<file path="config.mk">
export PLATFORM = sky130hd
export DESIGN_NAME = pkt_stats
export DESIGN_NICKNAME = d
export VERILOG_FILES = /design/src/pkt_fifo_pkg.sv /design/src/pkt_stats.sv
export VERILOG_INCLUDE_DIRS = /design/src
export SDC_FILE = /design/constraint.sdc
export NUM_CORES = 1
export LEC_CHECK = 0
export ABC_CLOCK_PERIOD_IN_PS = 2200
export BUFFER_PORTS_ARGS = -buffer_cell sky130_fd_sc_hd__buf_2
export CORE_ASPECT_RATIO = 1.75
export CORE_MARGIN = 1
export CORE_UTILIZATION = 30
export DETAILED_ROUTE_END_ITERATION = 7
export PLACE_DENSITY = 0.56
export SYNTH_ARGS = -nofsm -noshare
export SYNTH_HDL_FRONTEND = slang
export SYNTH_SLANG_ARGS = --single-unit
</file>
<file path="constraint.sdc">
create_clock -name axi4s_out -period 2.2 [get_ports axi4s_out]
set_clock_uncertainty 0.2 [all_clocks]
set_input_delay 0.22 -clock axi4s_out [delete_from_list [all_inputs] [get_ports axi4s_out]]
set_output_delay 0.22 -clock axi4s_out [all_outputs]
set_load 0.01 [all_outputs]
</file>
<file path="src/pkt_fifo_cfg.svh">
// configuration macros for the packet FIFO: word size, buffer depth, counter width

`ifndef PKT_FIFO_CFG_SVH
`define PKT_FIFO_CFG_SVH

// ------------------------------
// datapath
// ------------------------------

// bytes per stream word
`define PF_DATA_BYTES 8

// ------------------------------
// buffer
// ------------------------------

// log2 of the word memory depth, 64 words
`define PF_DEPTH_LOG2 6

// ------------------------------
// statistics and flow control
// ------------------------------

// width of the packet counters and of the flow-control threshold
`define PF_CNT_WID 16

`endif

</file>
<file path="src/pkt_fifo_pkg.sv">
// packet FIFO package: shared vector typedefs and state machine encodings

`include "pkt_fifo_cfg.svh"

package pkt_fifo_pkg;

   // ------------------------------
   // datapath vectors
   // ------------------------------

   // one stream word
   typedef logic [`PF_DATA_BYTES*8-1:0] pf_data_t;

   // byte-valid mask, one bit per data byte
   typedef logic [`PF_DATA_BYTES-1:0] pf_keep_t;

   // ------------------------------
   // buffer bookkeeping
   // ------------------------------

   // word address into the buffer memory
   typedef logic [`PF_DEPTH_LOG2-1:0] pf_addr_t;

   // occupancy, one bit wider so a full buffer is representable
   typedef logic [`PF_DEPTH_LOG2:0] pf_occ_t;

   // counter value, also used for the flow-control threshold
   typedef logic [`PF_CNT_WID-1:0] pf_cnt_t;

   // ------------------------------
   // state machines
   // ------------------------------

   // ingress either stores the current packet or throws the rest of it away
   typedef enum logic {
      ING_PASS,
      ING_DROP
   } ingress_state_t;

   // egress knows whether the next transfer opens a packet
   typedef enum logic {
      EG_SOP,
      EG_BODY
   } egress_state_t;

endpackage

</file>
<file path="src/pkt_stats.sv">
// pkt_stats: saturating packet counters for traffic in, out and dropped

`timescale 1ns/1ps

`include "pkt_fifo_cfg.svh"

module pkt_stats import pkt_fifo_pkg::*; (
   input  logic    axi4s_out,
   input  logic    rst_n,

   // one-cycle event pulses
   input  logic    pkt_in,
   input  logic    pkt_out,
   input  logic    drop_ovfl,
   input  logic    drop_err,

   output pf_cnt_t cnt_pkt_in,
   output pf_cnt_t cnt_pkt_out,
   output pf_cnt_t cnt_drop_ovfl,
   output pf_cnt_t cnt_drop_err
);

   // step by one, stick at all ones
   function automatic pf_cnt_t sat_inc(input pf_cnt_t cnt, input logic ev);
      sat_inc = (ev && (cnt != '1)) ? cnt + 1'b1 : cnt;
   endfunction

   always_ff @(posedge axi4s_out or negedge rst_n) begin
      if (!rst_n) begin
         cnt_pkt_in    <= '0;
         cnt_pkt_out   <= '0;
         cnt_drop_ovfl <= '0;
         cnt_drop_err  <= '0;
      end else begin
         cnt_pkt_in    <= sat_inc(cnt_pkt_in, pkt_in);
         cnt_pkt_out   <= sat_inc(cnt_pkt_out, pkt_out);
         cnt_drop_ovfl <= sat_inc(cnt_drop_ovfl, drop_ovfl);
         cnt_drop_err  <= sat_inc(cnt_drop_err, drop_err);
      end
   end

endmodule

</file>
==> results.txt <==
status: complete, no violations
Clock Tree Buf Depth: 2
final wirelength: 7.18 mm
cts bufs inserted: 9
global-route wire length before repair: 11.9 mm
routability cong.: 0.773
H-tree depth: 3
Slew headroom: 68.5%
Worst Hold Margin: 29.1 ps
Wirelength per Cell: 14.1 um
CP startpoint kind: register
fin util: 38.7%
commonest register cell after synthesis: dfrtp_1
Hold WC Path Type: input pin to register
Reg2Reg Capture Point: cnt_drop_err[5]
initial DRC count: 90
worst setup path endpoint: cnt_drop_err[5]
drc violations: 0
P&R area growth vs syn: 25.3%
FFs w/ async S/R, synth: 100%
final worst-path cycle share: 92.7%
Yosys top cell area share: 50.3%
clk sinks: 64
unrepaired setup endpoints after global routing: no
CP arrival: 2030 ps
boundary pin count: 70
worst skew pair latency: 320 ps
Reg2Reg Launch Point: cnt_drop_err[1]
CP endpoint kind: register
nets: 388
critical path startpoint: cnt_drop_err[1]
worst setup margin: 161 ps
Largest stage delay, worst path: 530 ps
worst slew pin tran: 468 ps
Static Leak: 1.86 nW
vias in the first global route: 2561
Synth area leaders: dfrtp_1 50%, xnor2_1 6.9%, mux2_2 3.5%
die area: 11000 um2
CTS tree: built
cts repair resizes: 0
post-synthesis register bit count: 64
Die Width: 79.9 um
Cell Area, Synth: 3180 um2
min Tclk post-route: 2040 ps
Final Setup Violations: 0
die height: 138 um
grt ovf: 0
FP Rows: 49
syn avg cell area: 10.8 um2
CTS root buffer: clkbuf_16
HPWL after DPL: 5.23 mm
slowest cell on the critical path: o41a_1
antenna-violating nets left: 0
highest fanout seen on the critical path: 6
number of post-CTS setup repair buffers: 0
worst path cell trace: ha_1 -> nand3_1 -> o41a_1 -> and3_1 -> xor2_1
Req. time, crit path: 2190 ps
initial antenna violation count: 0
layout cells sized above 1: 27.0%
reported max-cap violation count: 0
Slew Viols, Final: 0
top-count cell post-synth: dfrtp_1
Register-to-Register Path Depth: 5
Max Freq: 0.491 GHz
drt pass-1 iters: 4
Power Density: 989 nW/um2
ANT cells: 0
critical path class: register to register
flop-to-flop setup slack: 160 ps
cells after synthesis: 295
Yosys top cell by area: dfrtp_1
Cell variety after synth: 45
core area: 10300 um2
gr usage total: 13.9%
Clock transition at path regs: 50 ps
Peak supply drop: 0.451 mV
pre-CTS setup slack: 175 ps
power consumption: 3.94 mW
I/O Buffers: 69
Yosys warning count: 0
worst hold path depth: 3
Starting Density: 30.9%
Vias/cell: 5.15
Post-synth top cells: 64 x dfrtp_1, 26 x nand2_1, 25 x xnor2_1
Final Hold Viols: 0
largest net degree at the start of global routing: 65
register area share after synthesis: 50.3%
EDFF count, synth: 0
syn_nets: 305
final setup TNS: 0 ps
number of vias in the routed layout: 2615
==> power breakdown <==
group | leakage [nW] | internal (mW) | switching (mW) | total (mW)
clock | 0.126 | 0.778 | 0.452 | 1.23
combinational | 0.901 | 0.440 | 0.480 | 0.920
sequential | 0.832 | 1.43 | 0.365 | 1.79
total | 1.86 | 2.65 | 1.30 | 3.94
==> cell families after synthesis <==
family	synth area share (%)
and+or+nand+nor	23.0
DFF	50.3
AOI/OAI and AO/OA	9.28
xor gates and xnor gates	10.2
muxes	4.64
buffers and inverters	0.983
adders and majority gates	1.57
==> stage by stage <==
step,instances,area [um2]
after floorplan,295,3180
after global placement,492,3710
after detailed placement,492,3710
after CTS,508,3990
after global routing,508,3990
final,508,3990
==> sequential cells by signal, indices dropped and copies added (netlist names) <==
| name | count |
|---|---|
| cnt_drop_err | 16 |
| cnt_drop_ovfl | 16 |
| cnt_pkt_in | 16 |
| cnt_pkt_out | 16 |
==> worst min path at each step <==
stage | end | slack (ps) | from
after floorplan | cnt_drop_err[0] | -280 | rst_n
after global placement | cnt_pkt_in[2] | 60 | rst_n
after detailed placement | cnt_pkt_in[0] | 70 | rst_n
after CTS | cnt_pkt_in[2] | 10 | pkt_in
after global routing | cnt_pkt_in[2] | 50 | pkt_in
final | cnt_pkt_in[2] | 30 | pkt_in
==> what timing repair did <==
item | in CTS | in global routing
endpoints found under the hold margin | 65 | 0
hold buffers | 2 | 0
endpoints found under the setup margin | 0 | 0
==> final cells by class <==
cell class | instances | area [um2]
flip-flops and latches | 64 | 1600
clock buffers | 13 | 250
fillers | 1073 | 6310
inverters | 6 | 22.5
multi-input cells | 223 | 1550
repair buffers | 74 | 400
well taps | 127 | 159
clock inverters | 1 | 5.00
==> cell usage in the layout, fill, tap and decap left out, drive strengths merged, types with 4 or more instances in the layout <==
cell type and n:
inv 6, ha 4, and2 4, clkbuf 13, xnor2 25, and4 9
o21ai 6, mux2 11, nor2 10, a31oi 7, nand4 20, nor3 12
nand3 19, xor2 12, dfrtp 64, a21oi 13, nor3b 4, and3 10
buf 72, nand2 26
==> critical path, delay by kind of cell (launching register included) <==
kind / cells / cell delay, ps
AO/OA/AOI/OAI: 1 / 530
adder cells (fa/ha/maj): 1 / 230
XOR/XNOR: 1 / 140
AND/OR/NAND/NOR: 2 / 400
flip-flops: 1 / 410
==> routing by layer <==
layer  track usage, %  wire (um)  vias up
li1                 -          -     1265
met1             14.6       2880     1285
met2             25.0       3950       56
met3             3.89        233        9
met4             5.83        118        0
met5                0          0        -
(Power assumes the default switching activity.)
