`config.mk`:
```
export PLATFORM = sky130hd
export DESIGN_NAME = pkt_ingress
export DESIGN_NICKNAME = d
export VERILOG_FILES = /design/src/pkt_fifo_pkg.sv /design/src/pkt_ingress.sv
export VERILOG_INCLUDE_DIRS = /design/src
export SDC_FILE = /design/constraint.sdc
export NUM_CORES = 1
export LEC_CHECK = 0
export ABC_AREA = 1
export BUFFER_PORTS_ARGS = -buffer_cell sky130_fd_sc_hd__buf_2
export CORE_ASPECT_RATIO = 2
export CORE_MARGIN = 2
export CORE_UTILIZATION = 37
export DETAILED_ROUTE_END_ITERATION = 10
export PLACE_DENSITY = 0.82
export SYNTH_ARGS = -nofsm -noshare
export SYNTH_HDL_FRONTEND = slang
export SYNTH_SLANG_ARGS = --single-unit
```
`constraint.sdc`:
```
create_clock -name axi4s_out -period 3.3 [get_ports axi4s_out]
set_clock_uncertainty 0.15 [all_clocks]
set_input_delay 0.825 -clock axi4s_out [delete_from_list [all_inputs] [get_ports axi4s_out]]
set_output_delay 0.825 -clock axi4s_out [all_outputs]
set_load 0.05 [all_outputs]
```
`src/pkt_fifo_cfg.svh`:
```
// configuration macros for the packet FIFO: word size, buffer depth, counter width

`ifndef PKT_FIFO_CFG_SVH
`define PKT_FIFO_CFG_SVH

// ------------------------------
// datapath
// ------------------------------

// bytes per stream word
`define PF_DATA_BYTES 8

// ------------------------------
// buffer
// ------------------------------

// log2 of the word memory depth, 64 words
`define PF_DEPTH_LOG2 6

// ------------------------------
// statistics and flow control
// ------------------------------

// width of the packet counters and of the flow-control threshold
`define PF_CNT_WID 16

`endif

```
`src/pkt_fifo_pkg.sv`:
```
// packet FIFO package: shared vector typedefs and state machine encodings

`include "pkt_fifo_cfg.svh"

package pkt_fifo_pkg;

   // ------------------------------
   // datapath vectors
   // ------------------------------

   // one stream word
   typedef logic [`PF_DATA_BYTES*8-1:0] pf_data_t;

   // byte-valid mask, one bit per data byte
   typedef logic [`PF_DATA_BYTES-1:0] pf_keep_t;

   // ------------------------------
   // buffer bookkeeping
   // ------------------------------

   // word address into the buffer memory
   typedef logic [`PF_DEPTH_LOG2-1:0] pf_addr_t;

   // occupancy, one bit wider so a full buffer is representable
   typedef logic [`PF_DEPTH_LOG2:0] pf_occ_t;

   // counter value, also used for the flow-control threshold
   typedef logic [`PF_CNT_WID-1:0] pf_cnt_t;

   // ------------------------------
   // state machines
   // ------------------------------

   // ingress either stores the current packet or throws the rest of it away
   typedef enum logic {
      ING_PASS,
      ING_DROP
   } ingress_state_t;

   // egress knows whether the next transfer opens a packet
   typedef enum logic {
      EG_SOP,
      EG_BODY
   } egress_state_t;

endpackage

```
`src/pkt_ingress.sv`:
```
// pkt_ingress: input register stage and per-packet keep/drop decision

`timescale 1ns/1ps

`include "pkt_fifo_cfg.svh"

module pkt_ingress import pkt_fifo_pkg::*; (
   input  logic     axi4s_out,
   input  logic     rst_n,

   // valid-only input stream
   input  logic     in_valid,
   input  pf_data_t in_data,
   input  pf_keep_t in_keep,
   input  logic     in_last,
   input  logic     in_err,

   input  logic     drop_errored,

   // buffer write side
   input  logic     buf_full,
   output logic     wr_en,
   output pf_data_t wr_data,
   output pf_keep_t wr_keep,
   output logic     wr_last,
   output logic     commit,
   output logic     rewind,

   // event pulses for the statistics block
   output logic     pkt_in,
   output logic     drop_ovfl,
   output logic     drop_err
);

   logic           v_q;
   pf_data_t       data_q;
   pf_keep_t       keep_q;
   logic           last_q;
   logic           err_q;

   ingress_state_t state;

   logic           pass;
   logic           ovfl;
   logic           err_drop;

   // ------------------------------
   // input register
   // ------------------------------

   always_ff @(posedge axi4s_out or negedge rst_n) begin
      if (!rst_n) begin
         v_q <= 1'b0;
      end else begin
         v_q <= in_valid;
      end
   end

   // payload, only meaningful while v_q is set
   always_ff @(posedge axi4s_out) begin
      data_q <= in_data;
      keep_q <= in_keep;
      last_q <= in_last;
      err_q  <= in_err;
   end

   // ------------------------------
   // keep/drop decision
   // ------------------------------

   assign pass = v_q && (state == ING_PASS);

   // no room for this word, so the partial packet goes
   assign ovfl = pass && buf_full;

   // errored last word: skip the write and throw the packet out
   assign err_drop = pass && !buf_full && last_q && err_q && drop_errored;

   assign wr_en   = pass && !buf_full && !err_drop;
   assign commit  = wr_en && last_q;
   assign rewind  = ovfl || err_drop;

   assign wr_data = data_q;
   assign wr_keep = keep_q;
   assign wr_last = last_q;

   assign pkt_in    = commit;
   assign drop_ovfl = ovfl;
   assign drop_err  = err_drop;

   // ------------------------------
   // packet state
   // ------------------------------

   always_ff @(posedge axi4s_out or negedge rst_n) begin
      if (!rst_n) begin
         state <= ING_PASS;
      end else begin
         case (state)
            ING_PASS: begin
               // an overflow on the last word ends the packet right here
               if (ovfl && !last_q) begin
                  state <= ING_DROP;
               end
            end
            ING_DROP: begin
               if (v_q && last_q) begin
                  state <= ING_PASS;
               end
            end
            default: state <= ING_PASS;
         endcase
      end
   end

endmodule

```
==> metrics.yaml <==
status:
  status: "finished, final reports clean"
floorplanning:
  die_w_microns: 51.0
  start_util_pct: 38.0
  dieArea_sq_mm: 0.00499
  die_y_microns: 97.9
  fp.coreArea_sq_mm: 0.00430
  rows: 34
  ios: 158
logic_synthesis:
  synthTopCellsByArea: "dfxtp_1 91%, dfrtp_1 3.1%, inv_1 1.2%, nand2_1 0.69%, nor2_4 0.69%"
  yosysWarningCount: 0
  synth.top_cell.area_share_pct: 90.8
  ys_seq_elements: 76
  ys_types: 14
  netlist.top_cell.by_area: "dfxtp_1"
  synthCells: 96
  avgSynthCellArea_sq_um: 17.0
  yosysSeqAreaShare_pct: 93.9
  synth_area_sq_mm: 0.00163
  syn-num-nets: 175
sta:
  maxSlewHeadroom_pct: 82.5
  period_share_pct: 75.3
  fin_crit_ps: 2480
  setup_violations: 0
  slew_viol_final: 0
  setup-tns-final_ps: 0
  fmaxAchievable_ghz: 0.402
  setup_ws_ps: 815
  worst_slew_pin_slew_ps: 264
  final_hold_viol_count: 0
  finalHoldWorstSlack_ps: 119
  grt_setup_unrepaired: "no"
worst_setup_path:
  endpoint_kind: "output pin"
  cpPeakStageDelay_ps: 270
  reg2reg_depth: 4
  required_ps: 2320
  cp_common_cell: "buf_2"
  setup.worst_path.start_class: "input port"
  crit_type: "input port to output pin"
  arrival_ps: 1510
  cp_num_buf_inv: 3
  cp_slowest_cell: "buf_2"
  cp_cell_sequence: "buf_2 > inv_1 > nand2_2 > a21oi_2 > buf_2"
  critPathTopFamily: "buffers and inverters"
  worstPathMaxFanout: 4
  path_depth: 5
routing:
  vias: 1275
  vias_per_cell: 3.96
  first_pass_iters: 4
  ant_nets: 0
  wl_mm: 4.05
  drt_iter0_markers: 15
  drcViolationCount: 0
  wl_per_cell_microns: 12.6
finish:
  design_area_sq_mm: 0.00271
  stdcell_count: 322
  nets: 342
  final_cell_mix: "157 x buf_2, 74 x dfxtp_1, 12 x clkbuf_8"
  fin_util_pct: 63.2
  final_common_cell: "buf_2"
  antennaDiodeCount: 0
  layout-drive-gt1-share_pct: 66.0
  area_delta_synth_final_pct: 66.3
power_and_ir_drop:
  powerDensity_mw_per_mm2: 757
  leakagePower_nw: 1.45
  irDropWorstVdd_uv: 491
  finalPower_mw: 2.05
clocking:
  cts_inserted_buffers: 9
  hold_buffers: 0
  clk_path_buf_depth: 2
  cts_sinks: 76
  cts_setup_buffers: 0
  ctsResizeCount: 0
  clk_pin_slew_ps: 70
  clockRootBuffer: "clkbuf_8"
  cts_tree: "built"
  clock_latency_ps: 330
  htree_levels: 3
global_route:
  antenna_found_initial: 0
  grt_pass1_wl_mm: 5.54
  gr-total-overflow: 0
  grt_start_max_net_pins: 13
  grt_pass1_vias: 1301
  track_usage_pct: 16.0
placement:
  dpl.hpwl_mm: 3.30
  place_ws_ps: 806
  dpl_cell_area_sq_mm: 0.00248
  gp_congestion: 0.634
  io_buffers: 157
  dp_cells: 306
min_path:
  min_path_type: "input port to async pin"
job:
  maxCapViolCount: 0
==> cells by family after synthesis <==
kind of cell / count (synthesis) / share of synthesized area, %
flip-flops: 76 / 93.9
AND/OR/NAND/NOR: 9 / 2.91
buffers and inverters: 8 / 2.07
AO/OA/AOI/OAI: 3 / 1.15
==> flip-flops by register name, summed over array words and instances (netlist names) <==
register and flops:
v_q 1, wr_data 64, err_q 1, state 1
wr_keep 8, wr_last 1
==> final cells by class <==
class | instances | area (sq um)
clock buffer | 13 | 169
clock inverter | 3 | 67.6
fill | 379 | 1580
inverter | 7 | 26.3
multi-input combinational | 12 | 66.3
sequential | 76 | 1530
tap | 54 | 67.6
timing repair buffer | 157 | 786
==> per-layer routing <==
layer	wire length [microns]	part of all wire (%)	up-vias	global-route usage [%]
li1	-	-	624	-
met1	1180	29	570	12.4
met2	2370	58	72	28.4
met3	374	9.2	9	7.65
met4	130	3.2	0	12.3
met5	0	0	-	0
==> Yosys cell counts <==
cell type  number
nand3_1         1
dfxtp_1        74
nand2_1         3
nor2_1          2
nor2_4          1
inv_1           5
nand2_2         1
a21oi_2         1
nand4_1         1
dfrtp_1         2
a21oi_1         1
inv_2           2
buf_4           1
o21ai_0         1
==> worst paths after layout <==
path	startpoint	slack [ps]	to
setup / recovery	buf_full	820	wr_en
hold / removal	rst_n	120	v_q
setup reg to reg	v_q	2340	state
hold reg to reg	wr_last	430	state
max in group asynchronous	rst_n	2790	state
min in group axi4s_out	wr_last	430	state
==> where the power goes <==
| part | switching (mW) | internal (mW) | leakage, nW |
|---|---|---|---|
| sequential | 0.0137 | 0.968 | 0.648 |
| combinational | 0.216 | 0.0687 | 0.690 |
| clock | 0.300 | 0.488 | 0.116 |
| total | 0.529 | 1.52 | 1.45 |
Note: power is estimated with default switching activity, not from simulation.
