[config.mk]
export PLATFORM = sky130hd
export DESIGN_NAME = pkt_egress
export DESIGN_NICKNAME = d
export VERILOG_FILES = /design/src/pkt_fifo_pkg.sv /design/src/pkt_egress.sv
export VERILOG_INCLUDE_DIRS = /design/src
export SDC_FILE = /design/constraint.sdc
export NUM_CORES = 1
export LEC_CHECK = 0
export BUFFER_PORTS_ARGS = -buffer_cell sky130_fd_sc_hd__clkbuf_2
export CAP_MARGIN = 20
export CORE_MARGIN = 1.5
export CORE_UTILIZATION = 44
export CTS_CLUSTER_DIAMETER = 60
export DETAILED_ROUTE_END_ITERATION = 8
export PLACE_DENSITY = 0.81
export REMOVE_ABC_BUFFERS = 1
export SLEW_MARGIN = 20
export SYNTH_ARGS = -nofsm -noshare
export SYNTH_HDL_FRONTEND = slang
export SYNTH_SLANG_ARGS = --single-unit
[constraint.sdc]
create_clock -name axi4s_out -period 4.14 [get_ports axi4s_out]
set_input_delay 0.207 -clock axi4s_out [delete_from_list [all_inputs] [get_ports axi4s_out]]
set_output_delay 0.207 -clock axi4s_out [all_outputs]
set_load 0.005 [all_outputs]
[src/pkt_fifo_cfg.svh]
// configuration macros for the packet FIFO: word size, buffer depth, counter width

`ifndef PKT_FIFO_CFG_SVH
`define PKT_FIFO_CFG_SVH

// ------------------------------
// datapath
// ------------------------------

// bytes per stream word
`define PF_DATA_BYTES 8

// ------------------------------
// buffer
// ------------------------------

// log2 of the word memory depth, 64 words
`define PF_DEPTH_LOG2 6

// ------------------------------
// statistics and flow control
// ------------------------------

// width of the packet counters and of the flow-control threshold
`define PF_CNT_WID 16

`endif

[src/pkt_fifo_pkg.sv]
// packet FIFO package: shared vector typedefs and state machine encodings

`include "pkt_fifo_cfg.svh"

package pkt_fifo_pkg;

   // ------------------------------
   // datapath vectors
   // ------------------------------

   // one stream word
   typedef logic [`PF_DATA_BYTES*8-1:0] pf_data_t;

   // byte-valid mask, one bit per data byte
   typedef logic [`PF_DATA_BYTES-1:0] pf_keep_t;

   // ------------------------------
   // buffer bookkeeping
   // ------------------------------

   // word address into the buffer memory
   typedef logic [`PF_DEPTH_LOG2-1:0] pf_addr_t;

   // occupancy, one bit wider so a full buffer is representable
   typedef logic [`PF_DEPTH_LOG2:0] pf_occ_t;

   // counter value, also used for the flow-control threshold
   typedef logic [`PF_CNT_WID-1:0] pf_cnt_t;

   // ------------------------------
   // state machines
   // ------------------------------

   // ingress either stores the current packet or throws the rest of it away
   typedef enum logic {
      ING_PASS,
      ING_DROP
   } ingress_state_t;

   // egress knows whether the next transfer opens a packet
   typedef enum logic {
      EG_SOP,
      EG_BODY
   } egress_state_t;

endpackage

[src/pkt_egress.sv]
// pkt_egress: registered output stage with valid/ready and end-of-packet events

`timescale 1ns/1ps

`include "pkt_fifo_cfg.svh"

module pkt_egress import pkt_fifo_pkg::*; (
   input  logic     axi4s_out,
   input  logic     rst_n,

   // buffer read port
   input  logic     rd_avail,
   input  pf_data_t rd_data,
   input  pf_keep_t rd_keep,
   input  logic     rd_last,
   output logic     rd_en,

   // output stream
   output logic     out_valid,
   output pf_data_t out_data,
   output pf_keep_t out_keep,
   output logic     out_last,
   input  logic     out_ready,

   output logic     pkt_out
);

   logic          xfer;
   logic          load;

   assign xfer = out_valid && out_ready;

   // refill when the register is empty or emptying this cycle
   assign load  = rd_avail && (!out_valid || out_ready);
   assign rd_en = load;

   // ------------------------------
   // output register
   // ------------------------------

   always_ff @(posedge axi4s_out or negedge rst_n) begin
      if (!rst_n) begin
         out_valid <= 1'b0;
      end else if (load) begin
         out_valid <= 1'b1;
      end else if (out_ready) begin
         out_valid <= 1'b0;
      end
   end

   always_ff @(posedge axi4s_out) begin
      if (load) begin
         out_data <= rd_data;
         out_keep <= rd_keep;
         out_last <= rd_last;
      end
   end

   // ------------------------------
   // packet boundaries
   // ------------------------------

   // a packet leaves when its last word transfers
   assign pkt_out = xfer && out_last;

endmodule

==> flow_summary_export.csv <==
group,metric,value,unit
outcome,status,"complete, no violations",
power_and_ir_drop,p_per_area,460.5,mW/mm²
clock_network,cts_resized,0,
worst_hold_path,holdPathStages,1,
route,post_drt_wl_per_cell,15.04,µm
final_layout,drive_above_1_share,68.55,%
global_route,grt_max_degree,55,
clock_network,clock_path_buffers,2,
timing,setup_viol_count_final,0,
critical_path,path_class,"register to output port",
clock_network,cts_tree,"built",
final_layout,diodes,0,
clock_network,clk_pin_slew,80,ps
synth,synth.yosys.seq_area_share,98.83,%
route,drt_iter0_markers,36,
route,drt_wl_total,4738,µm
clock_network,cts_buffers,9,
synth,syn_area_per_cell,28.76,µm²
critical_path,r2r.worst_path.cells,3,
global_route,grt_overflow_total,0,
final_layout,fillers,347,
timing,slew_violations,0,
critical_path,worstSetupStartpointType,"register",
placed_design,placedCellCount,298,
timing,clock.fmax,0.4250,GHz
synth,async_reset_ff_share,1.351,%
synth,synthCells,78,
route,num_vias,1354,
placed_design,place_area,0.003097,mm²
power_and_ir_drop,p_sw_share,20.78,%
placed_design,io_buffers,152,
critical_path,critPathSlowestCell,"buf_4",
timing,rsz0062_at_grt,"false",
final_layout,fin_cells,315,
floorplan,start_util,46.57,%
route,drc,0,
critical_path,cp-startpoint,"out_valid",
power_and_ir_drop,clock_power_share,35.3,%
floorplan,io_pins,153,
worst_hold_path,min_path_type,"primary input to register",
worst_hold_path,holdPathEnd,"out_data[7]",
synth,ys_ff_latch,74,
synth,synth_ff_type,"edfxtp_1",
route,ant_nets,0,
power_and_ir_drop,ir_drop,0.2890,mV
global_route,antenna_found_initial,0,
critical_path,worstPathArrival,2150,ps
critical_path,slowest_delay,630,ps
synth,ys_types,5,
critical_path,cp.required,3930,ps
timing,fin_crit,2353,ps
critical_path,r2r-start,"out_valid",
floorplan,dieArea,0.005536,mm²
critical_path,r2r_end,"out_data[55]",
timing,fin_crit_sh,56.83,%
synth,yosysWarningCount,0,
power_and_ir_drop,p_sw,0.3159,mW
clock_network,cts.sinks,74,
synth,yosys.area.top_type,"edfxtp_1",
flow_run,cap_violations,0,
timing,relSlewSlack,57.62,%
global_route,grt_pass1_wl,6334,µm
placed_design,place.gp.congestion,0.6726,
final_layout,post-route-util,68.52,%
synth,syn_area,0.002243,mm²
power_and_ir_drop,internal_power,1.204,mW
clock_network,cts-root-buf,"clkbuf_8",
route,vias_per_cell,4.298,
global_route,grt_usage,17.12,%
floorplan,die_w,74.41,µm
timing,holdWs,34.09,ps
timing,worst_pin_slew,635.7,ps
power_and_ir_drop,cellLeakagePower,1.450,nW
synth,synth_edf_count,73,
global_route,grt_pass1_vias,1367,
synth,netlist.area_leader.share,97.71,%
critical_path,rrSetupSlack,2180,ps
clock_network,clk_latency,340,ps
critical_path,endpoint_kind,"output port",
timing,final_hold_viol_count,0,
synth,synth.most_common_cell,"edfxtp_1",
final_layout,fin_area,0.003301,mm²
final_layout,fin_nets,320,
clock_network,htreeDepth,3,
clock_network,cts_setup_buffers,0,
critical_path,path_cells,"nand2b_1 > and2_2 > buf_4 > clkbuf_2",
floorplan,core_area,0.004817,mm²
synth,synth_common_cells,"73 x edfxtp_1, 2 x nand2b_1, 1 x and2_1, 1 x and3_2, 1 x dfrtp_1",
final_layout,syn_to_final_growth,47.13,%
worst_hold_path,min_from,"rd_data[7]",
critical_path,crit_fanout,54,
synth,synthTopCellsByArea,"edfxtp_1 98%, dfrtp_1 1.1%, nand2b_1 0.56%, and3_2 0.33%, and2_1 0.28%",
timing,tns,0,ps
floorplan,die_y,74.41,µm
power_and_ir_drop,combPwrFrac,6.6,%
floorplan,rows,25,
route,dr.pass1.iters,4,
timing,skew,6.849,ps
power_and_ir_drop,pwr-share-seq,58.1,%
## critical path, delay by kind of cell (launching register included)
| kind | cells | cell delay [ps] |
|---|---|---|
| buffers and inverters | 2 | 850 |
| flip-flops | 1 | 390 |
| AND/OR/NAND/NOR | 2 | 550 |
## registers in the layout, summed over array words and instances, names as in the netlist
name and count:
out_data 64, out_keep 8, out_last 1, out_valid 1
## kinds of logic (layout without fill, tap and decap cells)
| logic type | Yosys count | after routing | synth area share [%] |
|---|---|---|---|
| DFF | 74 | 74 | 98.83 |
| and+or+nand+nor | 4 | 4 | 1.171 |
| buffers and inverters | 0 | 170 | 0 |
## per-layer routing
| metal | routed length [µm] | GRT usage, % |
|---|---|---|
| met2 | 2631 | 28.87 |
| met1 | 1561 | 15.66 |
| met5 | 0 | 0 |
| met4 | 95 | 12.53 |
| met3 | 451 | 8.808 |
## layout make-up
| class | count | area [µm²] | share of cell area [%] |
|---|---|---|---|
| Clock inverter | 6 | 66.31 | 2.009 |
| Sequential cell | 74 | 2217 | 67.17 |
| Clock buffer | 10 | 127.6 | 3.867 |
| Multi-Input combinational cell | 4 | 27.53 | 0.8340 |
| Timing Repair Buffer | 154 | 778.2 | 23.58 |
| Tap cell | 67 | 83.83 | 2.540 |
## power groups by stage
stage          Sequential, mW  Combinational (mW)  Clock (mW)
3_3_place_gp            0.899              0.0985           0
6_report                0.883               0.101       0.536
4_1_cts                 0.884               0.103       0.552
5_1_grt                 0.888               0.111       0.576
3_5_place_dp            0.901               0.101           0
2_1_floorplan           0.908              0.0149           0
## worst max-delay path by stage
| stage | endpoint | cells past startpoint |
|---|---|---|
| global route | rd_en | 4 |
| global placement | rd_en | 4 |
| finish | rd_en | 4 |
| floorplan | out_data[0] | 2 |
| detailed placement | rd_en | 4 |
| CTS | rd_en | 4 |
## per-stage QoR
step | total power [mW] | worst slack (ps)
6_report | 1.520 | 1787
3_3_place_gp | 0.9972 | 2178
4_1_cts | 1.539 | 1742
3_5_place_dp | 1.002 | 2128
2_1_floorplan | 0.9228 | 1481
5_1_grt | 1.575 | 1608
## cell usage in the layout (no fill, tap or decap)
master         Yosys  final
clkbuf_2           0    152
edfxtp_1          73     73
clkbuf_8           0      9
clkinvlp_4         0      3
nand2b_1           2      2
and2_2             0      1
and3_2             1      1
inv_6              0      1
bufinv_16          0      1
clkbuf_1           0      1
clkinv_2           0      1
dlygate4sd3_1      0      1
dfrtp_1            1      1
buf_4              0      1
## repair_timing
action                                  4_1_cts  5_1_grt
hold buffers                                  1        0
endpoints found under the setup margin        0        0
hold endpoints to repair                      1        0
Power figures use the tool's default switching activity.
