===== config.mk =====
export PLATFORM = sky130hd
export DESIGN_NAME = pkt_buffer
export DESIGN_NICKNAME = d
export VERILOG_FILES = /design/src/pkt_fifo_pkg.sv /design/src/pkt_buffer.sv
export VERILOG_INCLUDE_DIRS = /design/src
export SDC_FILE = /design/constraint.sdc
export NUM_CORES = 2
export LEC_CHECK = 0
export BUFFER_PORTS_ARGS = -buffer_cell sky130_fd_sc_hd__clkbuf_2
export CELL_PAD_IN_SITES_DETAIL_PLACEMENT = 2
export CELL_PAD_IN_SITES_GLOBAL_PLACEMENT = 2
export CORE_MARGIN = 1.5
export CORE_UTILIZATION = 55
export CTS_CLUSTER_SIZE = 10
export DETAILED_ROUTE_END_ITERATION = 16
export GPL_ROUTABILITY_DRIVEN = 0
export GPL_TIMING_DRIVEN = 0
export PLACE_DENSITY = 0.83
export SLEW_MARGIN = 20
export SYNTH_ARGS = -nofsm -noshare
export SYNTH_HDL_FRONTEND = slang
export SYNTH_MEMORY_MAX_BITS = 65536
export SYNTH_SLANG_ARGS = --single-unit

===== constraint.sdc =====
create_clock -name axi4s_out -period 14.4 [get_ports axi4s_out]
set_input_delay 2.16 -clock axi4s_out [delete_from_list [all_inputs] [get_ports axi4s_out]]
set_output_delay 2.16 -clock axi4s_out [all_outputs]
set_load 0.02 [all_outputs]

===== src/pkt_fifo_cfg.svh =====
// configuration macros for the packet FIFO: word size, buffer depth, counter width

`ifndef PKT_FIFO_CFG_SVH
`define PKT_FIFO_CFG_SVH

// ------------------------------
// datapath
// ------------------------------

// bytes per stream word
`define PF_DATA_BYTES 8

// ------------------------------
// buffer
// ------------------------------

// log2 of the word memory depth, 64 words
`define PF_DEPTH_LOG2 6

// ------------------------------
// statistics and flow control
// ------------------------------

// width of the packet counters and of the flow-control threshold
`define PF_CNT_WID 16

`endif


===== src/pkt_fifo_pkg.sv =====
// packet FIFO package: shared vector typedefs and state machine encodings

`include "pkt_fifo_cfg.svh"

package pkt_fifo_pkg;

   // ------------------------------
   // datapath vectors
   // ------------------------------

   // one stream word
   typedef logic [`PF_DATA_BYTES*8-1:0] pf_data_t;

   // byte-valid mask, one bit per data byte
   typedef logic [`PF_DATA_BYTES-1:0] pf_keep_t;

   // ------------------------------
   // buffer bookkeeping
   // ------------------------------

   // word address into the buffer memory
   typedef logic [`PF_DEPTH_LOG2-1:0] pf_addr_t;

   // occupancy, one bit wider so a full buffer is representable
   typedef logic [`PF_DEPTH_LOG2:0] pf_occ_t;

   // counter value, also used for the flow-control threshold
   typedef logic [`PF_CNT_WID-1:0] pf_cnt_t;

   // ------------------------------
   // state machines
   // ------------------------------

   // ingress either stores the current packet or throws the rest of it away
   typedef enum logic {
      ING_PASS,
      ING_DROP
   } ingress_state_t;

   // egress knows whether the next transfer opens a packet
   typedef enum logic {
      EG_SOP,
      EG_BODY
   } egress_state_t;

endpackage


===== src/pkt_buffer.sv =====
// pkt_buffer: word memory with write, commit and read pointers, occupancy and flow control

`timescale 1ns/1ps

`include "pkt_fifo_cfg.svh"

module pkt_buffer import pkt_fifo_pkg::*; (
   input  logic     axi4s_out,
   input  logic     rst_n,

   // write side, driven by ingress
   input  logic     wr_en,
   input  pf_data_t wr_data,
   input  pf_keep_t wr_keep,
   input  logic     wr_last,
   input  logic     commit,
   input  logic     rewind,
   output logic     buf_full,

   // read side, drained by egress
   input  logic     rd_en,
   output pf_data_t rd_data,
   output pf_keep_t rd_keep,
   output logic     rd_last,
   output logic     rd_avail,

   // flow control
   input  pf_cnt_t  flow_ctl_thresh,
   output logic     flow_ctl
);

   localparam int DEPTH = 1 << `PF_DEPTH_LOG2;

   // one stored entry: data with its keep mask and last flag
   typedef struct packed {
      logic     last;
      pf_keep_t keep;
      pf_data_t data;
   } buf_word_t;

   buf_word_t mem [DEPTH];

   // pointers carry an extra wrap bit above the address
   pf_occ_t   wr_ptr;
   pf_occ_t   cmt_ptr;
   pf_occ_t   rd_ptr;

   pf_addr_t  wr_addr;
   pf_addr_t  rd_addr;

   pf_occ_t   occ;
   pf_cnt_t   occ_ext;
   buf_word_t rd_word;

   assign wr_addr = wr_ptr[`PF_DEPTH_LOG2-1:0];
   assign rd_addr = rd_ptr[`PF_DEPTH_LOG2-1:0];

   // ------------------------------
   // memory
   // ------------------------------

   always_ff @(posedge axi4s_out) begin
      if (wr_en) begin
         mem[wr_addr] <= '{last: wr_last, keep: wr_keep, data: wr_data};
      end
   end

   // word at the read pointer is always on the read port
   assign rd_word = mem[rd_addr];
   assign rd_data = rd_word.data;
   assign rd_keep = rd_word.keep;
   assign rd_last = rd_word.last;

   // ------------------------------
   // pointers
   // ------------------------------

   always_ff @(posedge axi4s_out or negedge rst_n) begin
      if (!rst_n) begin
         wr_ptr  <= '0;
         cmt_ptr <= '0;
         rd_ptr  <= '0;
      end else begin
         // rewind throws away everything written since the last commit
         if (rewind) begin
            wr_ptr <= cmt_ptr;
         end else if (wr_en) begin
            wr_ptr <= wr_ptr + 1'b1;
         end

         // commit comes with the last word, which is included
         if (commit) begin
            cmt_ptr <= wr_ptr + 1'b1;
         end

         if (rd_en) begin
            rd_ptr <= rd_ptr + 1'b1;
         end
      end
   end

   // only committed words may be read
   assign rd_avail = (cmt_ptr != rd_ptr);

   // ------------------------------
   // occupancy and flow control
   // ------------------------------

   // counts uncommitted words too
   assign occ      = wr_ptr - rd_ptr;
   assign buf_full = (occ == pf_occ_t'(DEPTH));
   assign occ_ext  = pf_cnt_t'(occ);

   always_ff @(posedge axi4s_out or negedge rst_n) begin
      if (!rst_n) begin
         flow_ctl <= 1'b0;
      end else begin
         flow_ctl <= (occ_ext > flow_ctl_thresh);
      end
   end

endmodule


==> results of run 1 <==
## Yosys cell counts, types with 50 or more instances
cell | number | share of area (%)
a31oi_1 | 50 | 0.17
a22oi_1 | 76 | 0.32
nand2_1 | 394 | 0.82
buf_1 | 50 | 0.10
mux4_2 | 1190 | 15
nand3_1 | 83 | 0.23
o21ai_0 | 73 | 0.20
nor2_1 | 148 | 0.31
a21oi_1 | 119 | 0.33
edfxtp_1 | 4672 | 78
a221oi_1 | 55 | 0.27
mux2i_1 | 231 | 1.3
buf_2 | 121 | 0.34
buf_4 | 58 | 0.24
clkbuf_1 | 163 | 0.34
## stage by stage
step / setup slack (ns) / area [um2]
2_1_floorplan: 7.85 / 179000
3_3_place_gp: 1.03 / 186000
## logic make-up after synthesis
kind of cell | Yosys count | synth area share (%)
DFF | 4694 | 78.5
muxes | 1429 | 16.3
and+or+nand+nor | 706 | 1.65
AOI/OAI and AO/OA | 526 | 2.00
buffers and inverters | 449 | 1.32
xor gates and xnor gates | 29 | 0.142
adders and majority gates | 16 | 0.116
==> impl_metrics.py, run 1 <==
metrics = {
    "yosys": {
        "synth_edf_count": 4672,
        "ys_seq_area_share_pct": 78.5,
        "synth-seq-cells": 4694,
        "synth.distinct_cells": 64,
        "syn_inst": 7849,
        "synth_warnings": 0,
        "synth_flop_cell": "edfxtp_1",
        "async_flop_share_pct": 0.469,
        "syn-cell-area_mm2": 0.179,
        "syn_nets": 7960,
        "syn_area_per_cell_um2": 22.9,
    },
    "die": {
        "die_w_um": 574,
        "fp-row-count": 209,
        "start_util_pct": 55.3,
        "die_h_um": 574,
        "pin_count": 171,
    },
    "status": {
        "lastStage": "3_5_place_dp",
        "error": "[ERROR DPL-0033] detailed placement checks failed during check placement.",
        "status": "stopped before the end",
    },
    "placed_design": {
        "dp_hpwl_mm": 643,
        "portBuffers": 169,
    },
}
==> run 2, diff against run 1 <==
CELL_PAD_IN_SITES_DETAIL_PLACEMENT = unset   (was 2)
CELL_PAD_IN_SITES_GLOBAL_PLACEMENT = unset   (was 2)
CORE_UTILIZATION = 40   (was 55)
CTS_CLUSTER_SIZE = unset   (was 10)
PLACE_DENSITY = unset   (was 0.83)
PLACE_DENSITY_LB_ADDON = 0.15   (was unset)
==> impl_metrics.py, run 2 <==
metrics = {
    "status": {
        "status": "complete, but fails checks",
        "violations": "design-rule violations",
    },
    "yosys": {
        "synth_compound_area_share_pct": 2.00,
        "post-synth-top-count-cell": "edfxtp_1",
        "synth_top_area_share_pct": 78.2,
        "synthSimpleGateAreaFrac_pct": 1.65,
        "synth_area_leaders": "edfxtp_1 78%, mux4_2 15%, mux2i_1 1.3%, nand2_1 0.82%, clkbuf_1 0.34%",
        "yosys-top-cells-count": "4672 x edfxtp_1, 1190 x mux4_2, 394 x nand2_1, 231 x mux2i_1, 163 x clkbuf_1",
        "synthAdderAreaFrac_pct": 0.116,
        "synth_edf_count": 4672,
        "post_synth_mux_area_share_pct": 16.3,
        "synth_top_family_by_area": "multiplexers",
        "synth-seq-cells": 4694,
        "ys_seq_area_share_pct": 78.5,
        "synth.distinct_cells": 64,
        "syn_inst": 7849,
        "synth_flop_cell": "edfxtp_1",
        "synthXorXnorAreaFrac_pct": 0.142,
        "synth_warnings": 0,
        "syn_nets": 7960,
        "syn_area_per_cell_um2": 22.9,
        "synth.largest_area_cell": "edfxtp_1",
        "syn-cell-area_mm2": 0.179,
        "async_flop_share_pct": 0.469,
    },
    "routing": {
        "first_pass_iters": 12,
        "wl_mm": 684,
        "wire_per_inst_um": 44.7,
        "highest_layer": "met5",
        "vias": 96635,
        "met2_wirelength_mm": 317,
        "avgViaCountPerCell": 6.31,
        "wirelength_met1_mm": 251,
        "first_iter_violations": 15934,
        "ant_nets": 0,
        "drc": 2,
        "wl_met3_mm": 70.6,
    },
    "worst_hold_path": {
        "worstHoldEndpoint": "wr_ptr[1]",
        "hold_class": "reg2reg",
        "holdPathStages": 2,
        "min_from": "cmt_ptr[1]",
    },
    "power": {
        "total_power_mw": 43.2,
        "internal_power_mw": 27.4,
        "power.leakage_nw": 67.9,
        "p_per_area_mw_per_mm2": 202,
        "ir_worst_vdd_v": 0.000129,
        "pwr-share-seq_pct": 35.8,
        "clock_power_share_pct": 28.4,
        "switching_share_pct": 36.5,
        "p_sw_mw": 15.8,
        "power_frac_comb_pct": 35.8,
    },
    "setup_path": {
        "startpoint_type": "flop",
        "reg2reg_slack_ns": 8.34,
        "r2r_end": "flow_ctl",
        "required_ns": 12.24,
        "cp-end-kind": "primary output",
        "worstRegToRegCells": 17,
        "crit_path_max_fanout": 11,
        "crit_type": "reg2out",
        "r2r-start": "rd_ptr[2]",
        "cp_data_arrival_time_ns": 7.02,
    },
    "timing": {
        "finalCritPeriodShare_pct": 63.7,
        "min_period_ns": 9.18,
        "hold_ws_ns": 0.552,
        "hold_viol_final": 0,
        "finalSetupTns_ns": 0,
        "finalMaxSlewViolations": 0,
        "setup_viol": 0,
        "max_freq_mhz": 109,
        "setup_slack_ns": 5.22,
        "slew_headroom_pct": 13.1,
        "tightest_slew_ns": 1.30,
        "finalClockSkew_ns": 0.0494,
        "rsz0062_at_grt": "no",
    },
    "placed_design": {
        "placed_area_mm2": 0.199,
        "dp_hpwl_mm": 487,
        "pre_cts_ws_ns": 6.12,
        "portBuffers": 169,
        "dp.cells": 14398,
    },
    "final_layout": {
        "largest_reg_flops": 4672,
        "utilization_pct": 48.0,
        "fin_cells": 15318,
        "drive_gt1_share_pct": 30.8,
        "area_growth_pct": 19.3,
        "final_area_mm2": 0.214,
        "mostFrequentLayoutCell": "edfxtp_1",
        "largest-register": "mem",
        "final_cell_mix": "4672 x edfxtp_1, 1190 x mux4_2, 491 x clkbuf_16",
        "fin_nets": 9070,
    },
    "clock_network": {
        "cts_buffers": 484,
        "cts_tree": "yes",
        "clkSlewWorstSetupHoldPaths_ns": 0.06,
        "clk_latency_ns": 1.04,
        "post_cts.repair.setup_buffers": 0,
        "clkSinkCount": 4694,
        "cts_max_path_buffers": 4,
        "cts-hold-fix-buffers": 0,
        "cts-root-buf": "clkbuf_16",
        "cts_resized": 0,
        "htreeDepth": 5,
    },
    "die": {
        "fp.dieArea_mm2": 0.453,
        "fp-row-count": 245,
        "pin_count": 171,
        "die_h_um": 673,
        "die_w_um": 673,
        "start_util_pct": 40.2,
        "core_area_mm2": 0.446,
    },
    "grt": {
        "grt_max_degree": 65,
        "antenna_found_initial": 66,
        "grt_usage_pct": 29.9,
        "globalRouteOverflowTotal": 0,
        "grt_pass1_wl_mm": 890,
        "grt_pass1_vias": 93556,
    },
    "run": {
        "drv_cap": 0,
    },
}
[run 2: cell counts after synthesis]
Identical to the previous run, type by type.
[run 2: cell families (layout without fill, tap and decap cells)]
logic type,after synthesis,count (layout)
DFF,4694,4694
muxes,1429,1429
and+or+nand+nor,706,706
AOI/OAI and AO/OA,526,526
buffers and inverters,449,1963
xor gates and xnor gates,29,29
adders and majority gates,16,16
other,0,27
[run 2: cell type report]
type	instances	area [um2]
Sequential cell	4694	141000
Fill cell	36143	232000
Buffer	432	2470
Antenna cell	27	67.6
Clock buffer	612	12800
Inverter	17	63.8
Tap cell	5928	7420
Clock inverter	278	2360
Timing Repair Buffer	624	11300
Multi-Input combinational cell	2706	36700
[run 2: how the worst max path moves through the flow]
stage / startpoint / endpoint / depth (start not counted)
3_5_place_dp: rd_ptr[1] / buf_full / 14
2_1_floorplan: wr_en / mem[61][0] / 4
4_1_cts: rd_ptr[1] / buf_full / 14
5_1_grt: rd_ptr[1] / buf_full / 14
6_report: rd_ptr[1] / buf_full / 14
3_3_place_gp: wr_en / mem[41][35] / 4
[run 2: critical path: stages (launching register included)]
cell and delay (ns):
dfrtp_1 0.36, buf_2 0.55, buf_2 0.80, clkinv_1 0.43, buf_4 0.47, buf_2 0.55, clkbuf_2 0.49, ha_1 0.41
nor2b_1 0.12, o21ai_0 0.22, nand2_1 0.10, xor2_1 0.17, or4b_2 0.64, nor4b_1 0.34, clkbuf_2 0.23
[run 2: power by group through the flow]
stage | logic, mW | clock network, mW | registers [mW]
after detailed placement | 15.3 | 0 | 15.8
final | 15.5 | 12.2 | 15.5
after global placement | 14.7 | 0 | 15.9
after global routing | 15.7 | 12.8 | 15.5
after floorplan | 7.54 | 0 | 15.8
after CTS | 15.3 | 12.3 | 15.5
[run 2: routing by layer]
metal	GRT usage, %	up-vias
met3	6.27	1439
met4	16.4	20
met1	39.3	52967
li1	-	35745
met2	46.9	6464
met5	0	-
No activity file was read; power rests on OpenSTA's default activity.
